File: src/design/rx_intf_consts.svh
// 64-bit stream words and a 16-word FIFO; the FIFO depth must stay a power of two
`ifndef RX_INTF_CONSTS_SVH
`define RX_INTF_CONSTS_SVH

// stream and FIFO geometry
`define RX_WORD_WIDTH      64
`define RX_BYTES_PER_WORD  8
`define RX_FIFO_DEPTH      16
`define RX_FIFO_CNT_WIDTH  5

// decoder field widths
`define RX_LEN_WIDTH       16
`define RX_RATE_WIDTH      8
`define RX_SN_WIDTH        16
`define RX_TSF_WIDTH       64
`define RX_TSF_LOW_WIDTH   16

// header word, lsb of each field
`define RX_HDR_LEN_LSB     0
`define RX_HDR_RATE_LSB    16
`define RX_HDR_SN_LSB      32
`define RX_HDR_TSF_LSB     48

// status word
`define RX_STS_FCS_BIT     0
`define RX_STS_CNT_LSB     16

`endif
File: src/design/rx_intf_pkg.sv
// encodings are 2 bits wide; the fourth word_sel code is unused and falls back to payload
package rx_intf_pkg;

  // packet control states
  typedef enum logic [1:0]
  {
    // waiting for a header
    RX_IDLE    = 2'd0,
    // admitted, queueing payload words
    RX_PAYLOAD = 2'd1,
    // no room, discarding until the FCS
    RX_DROP    = 2'd2,
    // one cycle, status word and interrupt
    RX_STATUS  = 2'd3
  } rx_state_t;

  // picks which word goes into the FIFO
  typedef enum logic [1:0]
  {
    WSEL_HEADER  = 2'd0,
    WSEL_PAYLOAD = 2'd1,
    WSEL_STATUS  = 2'd2
  } word_sel_t;

endpackage

File: src/design/rx_intf.sv
// next header no sooner than 2 cycles after FCS; packets over 112 bytes never fit and drop
`timescale 1ns/1ps
`include "rx_intf_consts.svh"

module rx_intf
  import rx_intf_pkg::*;
(
  input  logic                      clk,
  input  logic                      rst_n,
  input  logic                      pkt_header_valid_strobe,
  input  logic                      pkt_header_valid,
  input  logic [`RX_RATE_WIDTH-1:0] pkt_rate,
  input  logic [`RX_LEN_WIDTH-1:0]  pkt_len,
  input  logic [`RX_TSF_WIDTH-1:0]  tsf_runtime_val,
  input  logic                      byte_in_strobe,
  input  logic [7:0]                byte_in,
  input  logic                      fcs_in_strobe,
  input  logic                      fcs_ok,
  output logic                      m_axis_tvalid,
  output logic [`RX_WORD_WIDTH-1:0] m_axis_tdata,
  output logic                      m_axis_tlast,
  input  logic                      m_axis_tready,
  output logic                      rx_pkt_intr
);

  // packer outputs
  logic [`RX_WORD_WIDTH-1:0]     packed_word;
  logic                          word_strobe;
  logic                          final_strobe;
  logic [`RX_LEN_WIDTH-1:0]      byte_total;
  logic                          fcs_pass;

  // control outputs
  logic                          meta_load;
  logic                          pack_clear;
  logic                          sn_advance;
  word_sel_t                     word_sel;
  logic                          fifo_wr;

  // into and back from the FIFO
  logic [`RX_WORD_WIDTH-1:0]     queue_word;
  logic                          queue_last;
  logic [`RX_FIFO_CNT_WIDTH-1:0] free_count;

  byte_to_word byte_to_word_i (
    .clk            (clk),
    .rst_n          (rst_n),
    .pack_clear     (pack_clear),
    .byte_in_strobe (byte_in_strobe),
    .byte_in        (byte_in),
    .fcs_in_strobe  (fcs_in_strobe),
    .fcs_ok         (fcs_ok),
    .packed_word    (packed_word),
    .word_strobe    (word_strobe),
    .final_strobe   (final_strobe),
    .byte_total     (byte_total),
    .fcs_pass       (fcs_pass)
  );

  rx_word_assemble rx_word_assemble_i (
    .clk             (clk),
    .rst_n           (rst_n),
    .meta_load       (meta_load),
    .sn_advance      (sn_advance),
    .word_sel        (word_sel),
    .pkt_rate        (pkt_rate),
    .pkt_len         (pkt_len),
    .tsf_runtime_val (tsf_runtime_val),
    .packed_word     (packed_word),
    .byte_total      (byte_total),
    .fcs_pass        (fcs_pass),
    .queue_word      (queue_word),
    .queue_last      (queue_last)
  );

  rx_word_fifo rx_word_fifo_i (
    .clk           (clk),
    .rst_n         (rst_n),
    .fifo_wr       (fifo_wr),
    .queue_word    (queue_word),
    .queue_last    (queue_last),
    .m_axis_tready (m_axis_tready),
    .free_count    (free_count),
    .m_axis_tvalid (m_axis_tvalid),
    .m_axis_tdata  (m_axis_tdata),
    .m_axis_tlast  (m_axis_tlast)
  );

  rx_pkt_ctrl rx_pkt_ctrl_i (
    .clk                     (clk),
    .rst_n                   (rst_n),
    .pkt_header_valid_strobe (pkt_header_valid_strobe),
    .pkt_header_valid        (pkt_header_valid),
    .pkt_len                 (pkt_len),
    .free_count              (free_count),
    .word_strobe             (word_strobe),
    .final_strobe            (final_strobe),
    .meta_load               (meta_load),
    .pack_clear              (pack_clear),
    .sn_advance              (sn_advance),
    .word_sel                (word_sel),
    .fifo_wr                 (fifo_wr),
    .rx_pkt_intr             (rx_pkt_intr)
  );

endmodule

File: src/design/rx_pkt_ctrl.sv
// headers are taken only in idle or the status cycle; a packet needing more than free room drops
`timescale 1ns/1ps
`include "rx_intf_consts.svh"

module rx_pkt_ctrl
  import rx_intf_pkg::*;
(
  input  logic                          clk,
  input  logic                          rst_n,
  input  logic                          pkt_header_valid_strobe,
  input  logic                          pkt_header_valid,
  input  logic [`RX_LEN_WIDTH-1:0]      pkt_len,
  input  logic [`RX_FIFO_CNT_WIDTH-1:0] free_count,
  input  logic                          word_strobe,
  input  logic                          final_strobe,
  output logic                          meta_load,
  output logic                          pack_clear,
  output logic                          sn_advance,
  output word_sel_t                     word_sel,
  output logic                          fifo_wr,
  output logic                          rx_pkt_intr
);

  localparam int NEED_W = `RX_LEN_WIDTH + 1;
  localparam logic [NEED_W-1:0] LANE_PAD = NEED_W'(`RX_BYTES_PER_WORD - 1);

  rx_state_t         state;
  rx_state_t         state_nxt;
  logic              hdr_pend;
  logic              hdr_accept;
  logic              fits;
  logic [NEED_W-1:0] need_words;
  logic [NEED_W-1:0] room;

  assign hdr_accept = pkt_header_valid_strobe & pkt_header_valid &
                      ((state == RX_IDLE) | (state == RX_STATUS));

  // header + payload words + status
  assign need_words = ((NEED_W'(pkt_len) + LANE_PAD) / NEED_W'(`RX_BYTES_PER_WORD))
                      + NEED_W'(2);

  // status write of this cycle is not in free_count yet
  assign room = NEED_W'(free_count) - NEED_W'(state == RX_STATUS);
  assign fits = (need_words <= room);

  always_ff @(posedge clk or negedge rst_n)
  begin
    if (!rst_n)
    begin
      state    <= RX_IDLE;
      hdr_pend <= 1'b0;
    end
    else
    begin
      state    <= state_nxt;
      hdr_pend <= meta_load;
    end
  end

  always_comb
  begin
    state_nxt = state;
    case (state)
      RX_IDLE, RX_STATUS:
      begin
        if (hdr_accept)
          state_nxt = fits ? RX_PAYLOAD : RX_DROP;
        else
          state_nxt = RX_IDLE;
      end
      RX_PAYLOAD:
        if (final_strobe)
          state_nxt = RX_STATUS;
      // nothing queued, just wait out the packet
      RX_DROP:
        if (final_strobe)
          state_nxt = RX_IDLE;
      default:
        state_nxt = RX_IDLE;
    endcase
  end

  assign meta_load   = hdr_accept & fits;
  assign pack_clear  = hdr_accept;
  assign sn_advance  = (state == RX_STATUS);
  assign rx_pkt_intr = (state == RX_STATUS);

  // header goes in the cycle after admission, before any payload word can exist
  assign fifo_wr = hdr_pend | ((state == RX_PAYLOAD) & word_strobe) | (state == RX_STATUS);

  always_comb
  begin
    if (state == RX_STATUS)
      word_sel = WSEL_STATUS;
    else if (hdr_pend)
      word_sel = WSEL_HEADER;
    else
      word_sel = WSEL_PAYLOAD;
  end

endmodule

File: src/design/rx_word_fifo.sv
// writes are never refused; the writer must keep to free_count, depth a power of two
`timescale 1ns/1ps
`include "rx_intf_consts.svh"

module rx_word_fifo (
  input  logic                         clk,
  input  logic                         rst_n,
  input  logic                         fifo_wr,
  input  logic [`RX_WORD_WIDTH-1:0]    queue_word,
  input  logic                         queue_last,
  input  logic                         m_axis_tready,
  output logic [`RX_FIFO_CNT_WIDTH-1:0] free_count,
  output logic                         m_axis_tvalid,
  output logic [`RX_WORD_WIDTH-1:0]    m_axis_tdata,
  output logic                         m_axis_tlast
);

  localparam int PTR_W = $clog2(`RX_FIFO_DEPTH);
  localparam logic [`RX_FIFO_CNT_WIDTH-1:0] DEPTH_CNT = `RX_FIFO_DEPTH;

  // last flag rides in the top bit of each entry
  logic [`RX_WORD_WIDTH:0]         mem [`RX_FIFO_DEPTH];
  logic [`RX_WORD_WIDTH:0]         head;
  logic [PTR_W-1:0]                wr_ptr;
  logic [PTR_W-1:0]                rd_ptr;
  logic [`RX_FIFO_CNT_WIDTH-1:0]   count;
  logic                            rd_en;

  always_ff @(posedge clk)
  begin
    if (fifo_wr)
      mem[wr_ptr] <= {queue_last, queue_word};
  end

  // pointers wrap on their own
  always_ff @(posedge clk or negedge rst_n)
  begin
    if (!rst_n)
    begin
      wr_ptr <= '0;
      rd_ptr <= '0;
      count  <= '0;
    end
    else
    begin
      if (fifo_wr)
        wr_ptr <= wr_ptr + 1'b1;
      if (rd_en)
        rd_ptr <= rd_ptr + 1'b1;
      case ({fifo_wr, rd_en})
        2'b10:   count <= count + 1'b1;
        2'b01:   count <= count - 1'b1;
        default: count <= count;
      endcase
    end
  end

  // head entry drives the stream directly
  assign head          = mem[rd_ptr];
  assign m_axis_tvalid = (count != '0);
  assign m_axis_tdata  = head[`RX_WORD_WIDTH-1:0];
  assign m_axis_tlast  = m_axis_tvalid & head[`RX_WORD_WIDTH];
  assign rd_en         = m_axis_tvalid & m_axis_tready;

  assign free_count = DEPTH_CNT - count;

endmodule

File: src/design/rx_word_assemble.sv
// metadata is latched at admission; only the status word carries the last flag
`timescale 1ns/1ps
`include "rx_intf_consts.svh"

module rx_word_assemble
  import rx_intf_pkg::*;
(
  input  logic                      clk,
  input  logic                      rst_n,
  input  logic                      meta_load,
  input  logic                      sn_advance,
  input  word_sel_t                 word_sel,
  input  logic [`RX_RATE_WIDTH-1:0] pkt_rate,
  input  logic [`RX_LEN_WIDTH-1:0]  pkt_len,
  input  logic [`RX_TSF_WIDTH-1:0]  tsf_runtime_val,
  input  logic [`RX_WORD_WIDTH-1:0] packed_word,
  input  logic [`RX_LEN_WIDTH-1:0]  byte_total,
  input  logic                      fcs_pass,
  output logic [`RX_WORD_WIDTH-1:0] queue_word,
  output logic                      queue_last
);

  logic [`RX_RATE_WIDTH-1:0]    rate_q;
  logic [`RX_LEN_WIDTH-1:0]     len_q;
  logic [`RX_TSF_LOW_WIDTH-1:0] tsf_low_q;
  logic [`RX_SN_WIDTH-1:0]      sn;
  logic [`RX_WORD_WIDTH-1:0]    header_word;
  logic [`RX_WORD_WIDTH-1:0]    status_word;

  // packet metadata, taken with the accepted header
  always_ff @(posedge clk)
  begin
    if (meta_load)
    begin
      rate_q    <= pkt_rate;
      len_q     <= pkt_len;
      tsf_low_q <= tsf_runtime_val[`RX_TSF_LOW_WIDTH-1:0];
    end
  end

  // sequence number, bumped once per queued packet
  always_ff @(posedge clk or negedge rst_n)
  begin
    if (!rst_n)
      sn <= '0;
    else if (sn_advance)
      sn <= sn + 1'b1;
  end

  always_comb
  begin
    header_word = '0;
    header_word[`RX_HDR_LEN_LSB +: `RX_LEN_WIDTH]      = len_q;
    header_word[`RX_HDR_RATE_LSB +: `RX_RATE_WIDTH]    = rate_q;
    header_word[`RX_HDR_SN_LSB +: `RX_SN_WIDTH]        = sn;
    header_word[`RX_HDR_TSF_LSB +: `RX_TSF_LOW_WIDTH]  = tsf_low_q;
    status_word = '0;
    status_word[`RX_STS_FCS_BIT]                       = fcs_pass;
    status_word[`RX_STS_CNT_LSB +: `RX_LEN_WIDTH]      = byte_total;
  end

  always_comb
  begin
    queue_word = packed_word;
    queue_last = 1'b0;
    case (word_sel)
      WSEL_HEADER:  queue_word = header_word;
      WSEL_PAYLOAD: queue_word = packed_word;
      WSEL_STATUS:
      begin
        queue_word = status_word;
        queue_last = 1'b1;
      end
      default:      queue_word = packed_word;
    endcase
  end

endmodule

File: src/design/byte_to_word.sv
// at most one byte per cycle; the FCS strobe must come after the last byte, not with it
`timescale 1ns/1ps
`include "rx_intf_consts.svh"

module byte_to_word (
  input  logic                      clk,
  input  logic                      rst_n,
  input  logic                      pack_clear,
  input  logic                      byte_in_strobe,
  input  logic [7:0]                byte_in,
  input  logic                      fcs_in_strobe,
  input  logic                      fcs_ok,
  output logic [`RX_WORD_WIDTH-1:0] packed_word,
  output logic                      word_strobe,
  output logic                      final_strobe,
  output logic [`RX_LEN_WIDTH-1:0]  byte_total,
  output logic                      fcs_pass
);

  localparam int BYTE_W = `RX_WORD_WIDTH / `RX_BYTES_PER_WORD;
  localparam int LANE_W = $clog2(`RX_BYTES_PER_WORD);
  localparam logic [LANE_W-1:0] LAST_LANE = LANE_W'(`RX_BYTES_PER_WORD - 1);

  logic [LANE_W-1:0]         lane;
  logic [`RX_WORD_WIDTH-1:0] word_reg;
  logic [`RX_WORD_WIDTH-1:0] word_with_byte;

  // byte 0 lands in the low lane
  always_comb
  begin
    word_with_byte = word_reg;
    word_with_byte[lane*BYTE_W +: BYTE_W] = byte_in;
  end

  // lane counter, byte count and strobes
  always_ff @(posedge clk or negedge rst_n)
  begin
    if (!rst_n)
    begin
      lane         <= '0;
      byte_total   <= '0;
      word_strobe  <= 1'b0;
      final_strobe <= 1'b0;
    end
    else
    begin
      word_strobe  <= 1'b0;
      final_strobe <= fcs_in_strobe;
      if (pack_clear)
      begin
        lane       <= '0;
        byte_total <= '0;
      end
      else if (byte_in_strobe)
      begin
        byte_total  <= byte_total + 1'b1;
        lane        <= (lane == LAST_LANE) ? '0 : lane + 1'b1;
        word_strobe <= (lane == LAST_LANE);
      end
      else if (fcs_in_strobe)
      begin
        // flush whatever partial word is left
        lane        <= '0;
        word_strobe <= (lane != '0);
      end
    end
  end

  // word register is cleared after each emit, so partial words come out zero-padded
  always_ff @(posedge clk)
  begin
    if (pack_clear)
      word_reg <= '0;
    else if (byte_in_strobe)
    begin
      if (lane == LAST_LANE)
      begin
        packed_word <= word_with_byte;
        word_reg    <= '0;
      end
      else
        word_reg <= word_with_byte;
    end
    else if (fcs_in_strobe)
    begin
      packed_word <= word_reg;
      word_reg    <= '0;
    end
    if (fcs_in_strobe)
      fcs_pass <= fcs_ok;
  end

endmodule

File: config.mk
export PLATFORM = sky130hd
export DESIGN_NAME = rx_intf
export DESIGN_NICKNAME = d
export VERILOG_FILES = /design/src/design/rx_intf_pkg.sv /design/src/design/rx_intf.sv /design/src/design/rx_pkt_ctrl.sv /design/src/design/rx_word_fifo.sv /design/src/design/rx_word_assemble.sv /design/src/design/byte_to_word.sv
export VERILOG_INCLUDE_DIRS = /design/src /design/src/design
export SDC_FILE = /design/constraint.sdc
export NUM_CORES = 1
export LEC_CHECK = 0
export ABC_AREA = 1
export BUFFER_PORTS_ARGS = -buffer_cell sky130_fd_sc_hd__buf_2
export CORE_MARGIN = 2
export CORE_UTILIZATION = 34
export DETAILED_ROUTE_END_ITERATION = 10
export PLACE_DENSITY_LB_ADDON = 0.25
export SLEW_MARGIN = 10
export SYNTH_ARGS = -nofsm -noshare
export SYNTH_HDL_FRONTEND = slang
export SYNTH_HIERARCHICAL = 1
export SYNTH_SLANG_ARGS = --single-unit
File: constraint.sdc
create_clock -name clk -period 4.8 [get_ports clk]
set_clock_uncertainty 0.2 [all_clocks]
set_input_delay 0.48 -clock clk [delete_from_list [all_inputs] [get_ports clk]]
set_output_delay 0.48 -clock clk [all_outputs]
set_load 0.01 [all_outputs]
# Word level (Yosys, flattened, before mapping)
# Memories as Yosys holds them, arrays and structs flattened.
# Index checks and enable logic that the tools add are counted.
[classes] n_shift=2 reduce_logical=11 order_cmp=1 bitwise=10 eq_ne=10 add_sub_neg=12 muxes=28
[ops] cell="$mux 64" n=6
[ops] cell="$pmux 64 s2" n=1
[ops] cell="$bwmux 64" n=1
[ops] cell="$shift 8x34->64 const A" n=1
[ops] cell="$shiftx 8x34->64" n=1
[ops] cell="$neg 6->34" n=1
[ops] cell="$add 16x1->16 const B" n=2
[ops] cell="$mux 16" n=2
[ops] cell="$add 16x3->17 const B" n=1
[ops] cell="$le 17x17->1" n=1
[ops] cell="$add 14x2->15 const B" n=1
[ops] cell="$mux 3" n=4
[ops] cell="$mux 2" n=5
[ops] cell="$pmux 5 s2" n=1
[ops] cell="$add 4x1->4 const B" n=2
[ops] cell="$eq 2x2->1 const B" n=4
[ops] cell="$mux 1" n=7
[ops] cell="$and 1x1->1" n=6
[ops] cell="$pmux 2 s3" n=1
[ops] cell="$reduce_bool 2->1" n=3
[ops] cell="$reduce_bool 3->1" n=2
[ops] cell="$sub 5x1->6" n=1
[ops] cell="$add 5x1->5 const B" n=1
[ops] cell="$reduce_bool 5->1" n=1
[ops] cell="13 further kinds" n=18
[totals] register_bits=222 mem_count=1 out_inout_bits=67 ram_bits=1040 in_bits=104
[mem_list] memory="rx_word_fifo_i.mem" words=16 width=65 read_ports=1 rd_clocked_by_memory_dff=0 write_ports=1 line_no="rx_word_fifo.sv:22" rtl="logic [`RX_WORD_WIDTH:0] mem [`RX_FIFO_DEPTH];"

# Depth between registers and ports, before layout
# Gate-level depths: netlist of the first run.
[logic_depth] depth_word=6 depth_mapped=23 ltp_nobuf=23

# Cells and area by module
# Netlist of the first run, hierarchy kept.
[by_module_without_submodules] module="rx_word_fifo" instances=1 cells_each=3146 area_each_um2=41750.0
[by_module_without_submodules] module="byte_to_word" instances=1 cells_each=811 area_each_um2=6826.5
[by_module_without_submodules] module="rx_word_assemble" instances=1 cells_each=345 area_each_um2=2964.1
[by_module_without_submodules] module="rx_pkt_ctrl" instances=1 cells_each=233 area_each_um2=1358.8

# Least setup slack after synthesis of the first run
# OpenSTA, ideal clock, no wires.
[synth_path] path_type="register -> register" startpoint="register rx_pkt_ctrl_i.state[0]" endpoint="memory rx_word_fifo_i/mem[11][0] (netlist name), enable pin" t_required_ns=4.112 path_stages_with_launch=7 t_arrival_ns=4.037 path_buffers=1 slack_ns=0.075 period_less_slack_ns=4.725 path_cell_list="dfrtp_1 -> ha_1 -> nor2_1 -> nand2_1 -> clkbuf_1 -> nand2_1 -> nor2_1"
[synth_between] elab_cells_between_ends=7
[synth_rtl] item="from (decl)" line_no="rx_pkt_ctrl.sv:27" rtl="rx_state_t state;"
[synth_rtl] item="from (signal assigned)" line_no="rx_pkt_ctrl.sv:55" rtl="state <= state_nxt;"
[synth_rtl] item="$eq 2x2->1"
[synth_rtl] item="net rx_pkt_intr" line_no="rx_intf.sv:23" rtl="output logic rx_pkt_intr"
[synth_rtl] item="$or 1x1->1" line_no="rx_pkt_ctrl.sv:89" rtl="assign fifo_wr = hdr_pend | ((state == RX_PAYLOAD) & word_strobe) | (state == RX_STATUS);"
[synth_rtl] item="net fifo_wr" line_no="rx_intf.sv:38" rtl="logic fifo_wr;"
[synth_rtl] item="$mux 1" line_no="rx_word_fifo.sv:31" rtl="if (fifo_wr)"
[synth_rtl] item="$mux 1 (implied by the code)" line_no="rx_word_fifo.sv:32" rtl="mem[wr_ptr] <= {queue_last, queue_word};"
[synth_rtl] item="to (decl)" line_no="rx_word_fifo.sv:22"
# The timed path passes the listed nets, and every way through them passes these cells.

# Worst setup path after layout of the first run
[layout_path] startpoint="register rx_word_fifo_i.rd_ptr[1]" endpoint="output port m_axis_tdata[51]"
[layout_between] elab_chain_len=1
[layout_rtl] item="from (decl)" line_no="rx_word_fifo.sv:25" rtl="logic [PTR_W-1:0] rd_ptr;"
[layout_rtl] item="from (signal assigned)" line_no="rx_word_fifo.sv:49" rtl="rd_ptr <= rd_ptr + 1'b1;"
[layout_rtl] item="$mem_v2 16x65"
[layout_rtl] item="to (decl)" line_no="rx_intf.sv:20" rtl="output logic [`RX_WORD_WIDTH-1:0] m_axis_tdata,"
# Every way passes these cells.

==> flow_metrics.env, run 1 <==
export IMPL_path_max_fanout=73
export IMPL_die_area_sq_um=158800
export IMPL_path_depth=7
export IMPL_worst_setup_path_type="register to output port"
export IMPL_start_util=0.3430
export IMPL_r2r_cells=6
export IMPL_numCtsBuffers=133
export IMPL_worstSetupEndpointType="output port"
export IMPL_slew_violations=0
export IMPL_largest_register_ff_count=1040
export IMPL_syn_to_final_growth_pct=13.95
export IMPL_slew_headroom=0.2143
export IMPL_grt_max_degree=187
export IMPL_gp_congestion=0.8659
export IMPL_drc=0
export IMPL_hold_ws_ns=0.2244
export IMPL_crit_buf_inv=3
export IMPL_clk_pin_slew_worst_paths_ns=0.06
export IMPL_vias=34600
export IMPL_tritoncts="done"
export IMPL_critPathLaunchType="register"
export IMPL_cp_slowest_stage_delay_ns=0.71
export IMPL_grt_overflow=0
export IMPL_p_leak_nw=20.86
export IMPL_std_cell_rows=144
export IMPL_syn_avg_cell_area_sq_um=11.66
export IMPL_peakVddDrop_uv=607.7
export IMPL_drv_cap=0
export IMPL_async_reset_ff_frac=0.04200
export IMPL_drive_above_1_share=0.09918
export IMPL_via_per_inst=5.090
export IMPL_cpLargestDelayFamily="buffers and inverters"
export IMPL_fillCellCount=14770
export IMPL_outcome="finished, final reports clean"
export IMPL_crit_slowest_cell="dfrtp_4"
export IMPL_clock_latency_ns=0.78
export IMPL_required_ns=4.12
export IMPL_ctsRootBufferMaster="clkbuf_16"
export IMPL_synthFlopType="edfxtp_1"
export IMPL_yosysWarnings=6
export IMPL_yosys_area_top_type="edfxtp_1"
export IMPL_ys_ff_latch=1262
export IMPL_final_area_sq_um=60280
export IMPL_hold_path_class="input pin to register"
export IMPL_drt_first_pass_iters=7
export IMPL_hold_viol=0
export IMPL_clk_path_buf_depth=3
export IMPL_drt_initial_drc_count=3121
export IMPL_h_tree_depth=4
export IMPL_grtUsageTotal=0.1854
export IMPL_synth_nets=4681
export IMPL_fin_crit_sh=0.8516
export IMPL_crit_chain="inv_6, buf_4, o21ai_0, o211ai_1, nand3_1, nand2_1, buf_2"
export IMPL_rsz0062_at_grt="false"
export IMPL_synth_cell_types=45
export IMPL_final_setup_viol_count=0
export IMPL_synth_top_area_share=0.6500
export IMPL_synth_most_common_cell="edfxtp_1"
export IMPL_ys_top_cells_by_count="edfxtp_1 (1145), nor2_1 (627), o21ai_0 (624)"
export IMPL_postCtsSetupRepairBufs=0
export IMPL_synth_area_leaders="edfxtp_1 (65%), o21ai_0 (5.9%), nor2_1 (4.4%)"
export IMPL_placed_area_sq_um=55610
export IMPL_core_sq_um=154200
export IMPL_worstHoldPathCells=2
export IMPL_cp_arrival_ns=3.41
export IMPL_ys_seq_area_frac=0.6993
export IMPL_tns_ns=0
export IMPL_hpwl_mm=79.86
export IMPL_nNetsFinal=4788
export IMPL_grt_pass1_wl_mm=217.1
export IMPL_worst_pin_slew_ns=1.171
export IMPL_io_pins=171
export IMPL_synth_cells=4535
export IMPL_clock_sinks=1262
export IMPL_period_needed_ns=4.088
export IMPL_post_cts_resized=0
export IMPL_cts_hold_buf=53
export IMPL_grt_pass1_vias=32610
export IMPL_powerDensity_nw_per_um2=590.6
export IMPL_synth_edff_count=1145
export IMPL_syn_area_sq_um=52900
export IMPL_ant_nets=0
export IMPL_wl_per_cell_microns=21.85
export IMPL_port_buffers=122
export IMPL_fmax_mhz=244.6
export IMPL_die_x_microns=398.4
export IMPL_chipHeight_microns=398.4
export IMPL_grt_antenna_before_repair=2
export IMPL_routed_wl_mm=148.5
-- power breakdown --
group	internal [mW]	switching, mW	leakage [nW]
Sequential	13.6	0.430	11.6
Combinational	3.22	8.53	7.17
Clock	5.60	4.25	2.04
-- area by class of cell --
class	instances	area (sq um)	share of cell area
inverter	306	1171	0.01943
sequential	1262	37010	0.6139
clock buffer	180	3630	0.06022
clock inverter	62	495.5	0.008220
tap	2044	2557	0.04243
multi-input combinational	2687	13500	0.2240
antenna	4	10.01	0.0001661
timing repair buffer	252	1907	0.03163
-- cells in the final DEF (no fill, tap or decap), types with 5 or more instances in the layout --
cell type and n:
o21ai_0 618, buf_12 15, xor2_1 22, nand3_1 257, clkinv_2 30, ha_1 42, o22ai_1 17, clkbuf_1 39
o211ai_1 256, o21ai_1 96, dfrtp_1 49, nor2_4 26, nand2_2 14, nor2_2 9, a21oi_1 135, clkbuf_16 137
nand4_1 16, a22o_1 8, dfxtp_1 64, buf_2 122, edfxtp_1 1145, nor2_1 609, buf_4 62, inv_6 8
inv_1 289, clkinv_1 15, bufinv_16 5, nand2_1 509, dlygate4sd3_1 53, inv_2 11, nor3_1 17, xnor2_1 8
-- stage by stage --
step	worst slack, ns	cells	power (mW)	utilization
after floorplan	0.07474	4535	21.74	-
after global placement	0.9431	6498	25.95	0.3606
after detailed placement	0.9232	6498	26.07	0.3606
after CTS	0.6098	6793	35.98	0.3908
after global routing	0.5172	6793	37.63	0.3908
final	0.7125	6797	35.60	0.3908
-- per-layer routing --
| metal | share of wire | up-vias | routed length (microns) | track usage |
|---|---|---|---|---|
| li1 | - | 16380 | - | - |
| met1 | 0.46 | 17050 | 67590 | 0.2599 |
| met3 | 0.055 | 191 | 8211 | 0.02927 |
| met4 | 0.025 | 2 | 3683 | 0.05714 |
| met5 | 0.000074 | - | 11 | 0 |
| met2 | 0.46 | 974 | 69050 | 0.2955 |
-- kinds of logic (layout without fill, tap and decap cells) --
group,Yosys count,after routing,share of synthesized area
and+or+nand+nor,1476,1476,0.1167
DFF,1262,1262,0.6993
buffers and inverters,586,800,0.04809
adders and majority gates,42,42,0.009934
xor gates and xnor gates,30,30,0.004967
other,2,6,0.0001420
AOI/OAI and AO/OA,1137,1137,0.1210
-- path summary, 6_finish.rpt --
path / start / slack (ns) / endpoint
hold reg to reg: byte_to_word_i/word_reg[57] / 0.29 / byte_to_word_i/word_reg[57]
hold / removal: tsf_runtime_val[3] / 0.22 / rx_word_assemble_i/tsf_low_q[3]
max in group asynchronous: rst_n / 3.13 / rx_word_fifo_i/rd_ptr[2]
min in group asynchronous: rst_n / 0.28 / byte_to_word_i/byte_total[1]
setup / recovery: rx_word_fifo_i/rd_ptr[1] / 0.71 / m_axis_tdata[51]
setup reg to reg: rx_pkt_ctrl_i/state[0] / 0.93 / rx_word_fifo_i/mem[5][34]
Note: power is estimated with default switching activity, not from simulation.
==> inputs of run 2 (changes only) <==
==> constraint.sdc (replaced) <==
create_clock -name clk -period 3.9 [get_ports clk]
set_clock_uncertainty 0.2 [all_clocks]
set_input_delay 0.39 -clock clk [delete_from_list [all_inputs] [get_ports clk]]
set_output_delay 0.39 -clock clk [all_outputs]
set_load 0.01 [all_outputs]
==> run 2 against run 1 <==
  * Global-route usage fell by 0.39 points
  * Sequential power rose by 23%
  * Design area rose by 0.76%
  * Hold slack got worse by 0.11 ns
  * Count of clock-buffer cells in the layout fell by 5
  * Cell count rose by 0.43%
==> flow_metrics.env, run 2 (synthesis results as in run 1) <==
export IMPL_grt_overflow=0
export IMPL_gp_congestion=0.8318
export IMPL_hpwl_mm=81.13
export IMPL_ctsRootBufferMaster="clkbuf_16"
export IMPL_drt_first_pass_iters=5
export IMPL_powerDensity_nw_per_um2=723.9
export IMPL_final_cell_mix="edfxtp_1 (1145), o21ai_0 (618), nor2_1 (609), nand2_1 (509), inv_1 (290)"
export IMPL_slew_headroom=0.3239
export IMPL_grt_pass1_wl_mm=214.5
export IMPL_r2r_start="rx_word_fifo_i/count[0]"
export IMPL_required_ns=3.31
export IMPL_worst_setup_path_type="register to output port"
export IMPL_grt_antenna_before_repair=7
export IMPL_hold_viol=0
export IMPL_clock_latency_ns=0.76
export IMPL_std_cell_rows=144
export IMPL_port_buffers=122
export IMPL_critPathLaunchType="register"
export IMPL_vias=34730
export IMPL_crit_start="rx_word_fifo_i/rd_ptr[1]"
export IMPL_nNetsFinal=4822
export IMPL_largest_register_ff_count=1040
export IMPL_drc=0
export IMPL_rrSetupSlack_ns=0.39
export IMPL_grt_pass1_vias=32760
export IMPL_hold_ws_ns=0.1100
export IMPL_p_sw_frac=0.3714
export IMPL_via_per_inst=5.088
export IMPL_final_area_sq_um=60740
export IMPL_rsz0062_at_grt="false"
export IMPL_final_setup_viol_count=0
export IMPL_internal_power_mw=27.64
export IMPL_worst_pin_slew_ns=1.014
export IMPL_tritoncts="done"
export IMPL_clk_pin_slew_worst_paths_ns=0.06
export IMPL_core_sq_um=154200
export IMPL_fin_crit_sh=0.9387
export IMPL_outcome="finished, final reports clean"
export IMPL_numCtsBuffers=134
export IMPL_syn_to_final_growth_pct=14.82
export IMPL_path_max_fanout=76
export IMPL_hold_path_class="input pin to async pin"
export IMPL_worstSetupEndpointType="output port"
export IMPL_ant_nets=0
export IMPL_peakVddDrop_uv=886.3
export IMPL_drv_cap=0
export IMPL_slew_violations=0
export IMPL_p_seq_frac=0.391
export IMPL_grt_max_degree=183
export IMPL_wl_per_cell_microns=21.33
export IMPL_die_area_sq_um=158800
export IMPL_die_x_microns=398.4
export IMPL_h_tree_depth=4
export IMPL_routed_wl_mm=145.6
export IMPL_clk_path_buf_depth=3
export IMPL_clkPwrFrac=0.272
export IMPL_p_leak_nw=21.04
export IMPL_drt_initial_drc_count=3233
export IMPL_io_pins=171
export IMPL_final_common_cell="edfxtp_1"
export IMPL_grtUsageTotal=0.1814
export IMPL_power_net_switching_mw=16.33
export IMPL_placed_area_sq_um=56050
export IMPL_comb_power_share=0.337
export IMPL_fmax_mhz=273.1
export IMPL_chipHeight_microns=398.4
export IMPL_start_util=0.3430
export IMPL_cp_arrival_ns=3.07
export IMPL_drive_above_1_share=0.1031
export IMPL_clock_sinks=1262
export IMPL_period_needed_ns=3.661
==> run 2: cell types whose count changed in the layout (fill, tap and decap cells not counted), moves of 3 or more <==
cell / before / now
inv_6: 8 / 12
diode_2: 4 / 1
clkbuf_1: 39 / 34
clkinv_2: 30 / 13
buf_4: 62 / 76
buf_12: 15 / 31
clkinv_1: 15 / 31
==> run 2: worst paths after layout <==
path,endpoint,depth (start not counted)
max in group asynchronous,rx_word_fifo_i/count[3],3
min in group clk,rx_pkt_ctrl_i/state[1],5
max,m_axis_tdata[4],6
min reg2reg,byte_to_word_i/word_reg[15],2
max reg2reg,rx_word_assemble_i/rate_q[6],18
min,byte_to_word_i/byte_total[2],2
==> run 2: area by class of cell <==
type	instances	area (sq um)
multi-input cells	2687	13510
inverters	306	1176
well taps	2044	2557
diodes	1	2.502
clock inverters	66	461.7
clock buffers	175	3622
fillers	14650	93490
repair buffers	285	2402
flip-flops and latches	1262	37010
==> run 2: through the flow <==
stage | setup WS, ns | power [mW] | util | std cells | TNS, ns
2_1_floorplan | -0.8253 | 26.75 | - | 4535 | -820.61
6_report | 0.2389 | 43.97 | 0.3938 | 6826 | 0
3_3_place_gp | 0.1797 | 32.11 | 0.3634 | 6526 | 0
4_1_cts | 0.02362 | 44.34 | 0.3934 | 6820 | 0
5_1_grt | 0.02385 | 46.48 | 0.3938 | 6825 | 0
3_5_place_dp | 0.1768 | 32.27 | 0.3634 | 6526 | 0
==> run 2: timing repair <==
action                                  CTS  global route
endpoints found under the setup margin    1            57
hold endpoints to repair                113             0
pin swaps                                 0             0
buffers inserted                          0             5
hold buffers                             53             0
gates resized for setup                   1             3
==> run 2: power by group through the flow <==
stage	Clock, mW	Sequential (mW)	Combinational [mW]
after global placement	0	17.5	14.6
after global routing	12.8	17.3	16.4
after CTS	12.3	17.2	14.9
after detailed placement	0	17.5	14.8
after floorplan	0	17.2	9.51
final	12.0	17.2	14.8
==> run 2: critical path: stages (launching register included) <==
cell and delay [ns]:
dfrtp_4 0.51, buf_4 0.66, o21ai_0 0.21, o211ai_1 0.21
nand3_1 0.17, nand2_1 0.31, buf_2 0.20
==> run 2: routing by layer <==
| layer | global-route usage | wire, microns |
|---|---|---|
| met5 | 0 | 15 |
| met4 | 0.04562 | 2860 |
| met3 | 0.02939 | 7248 |
| met2 | 0.2903 | 68090 |
| met1 | 0.2571 | 67380 |
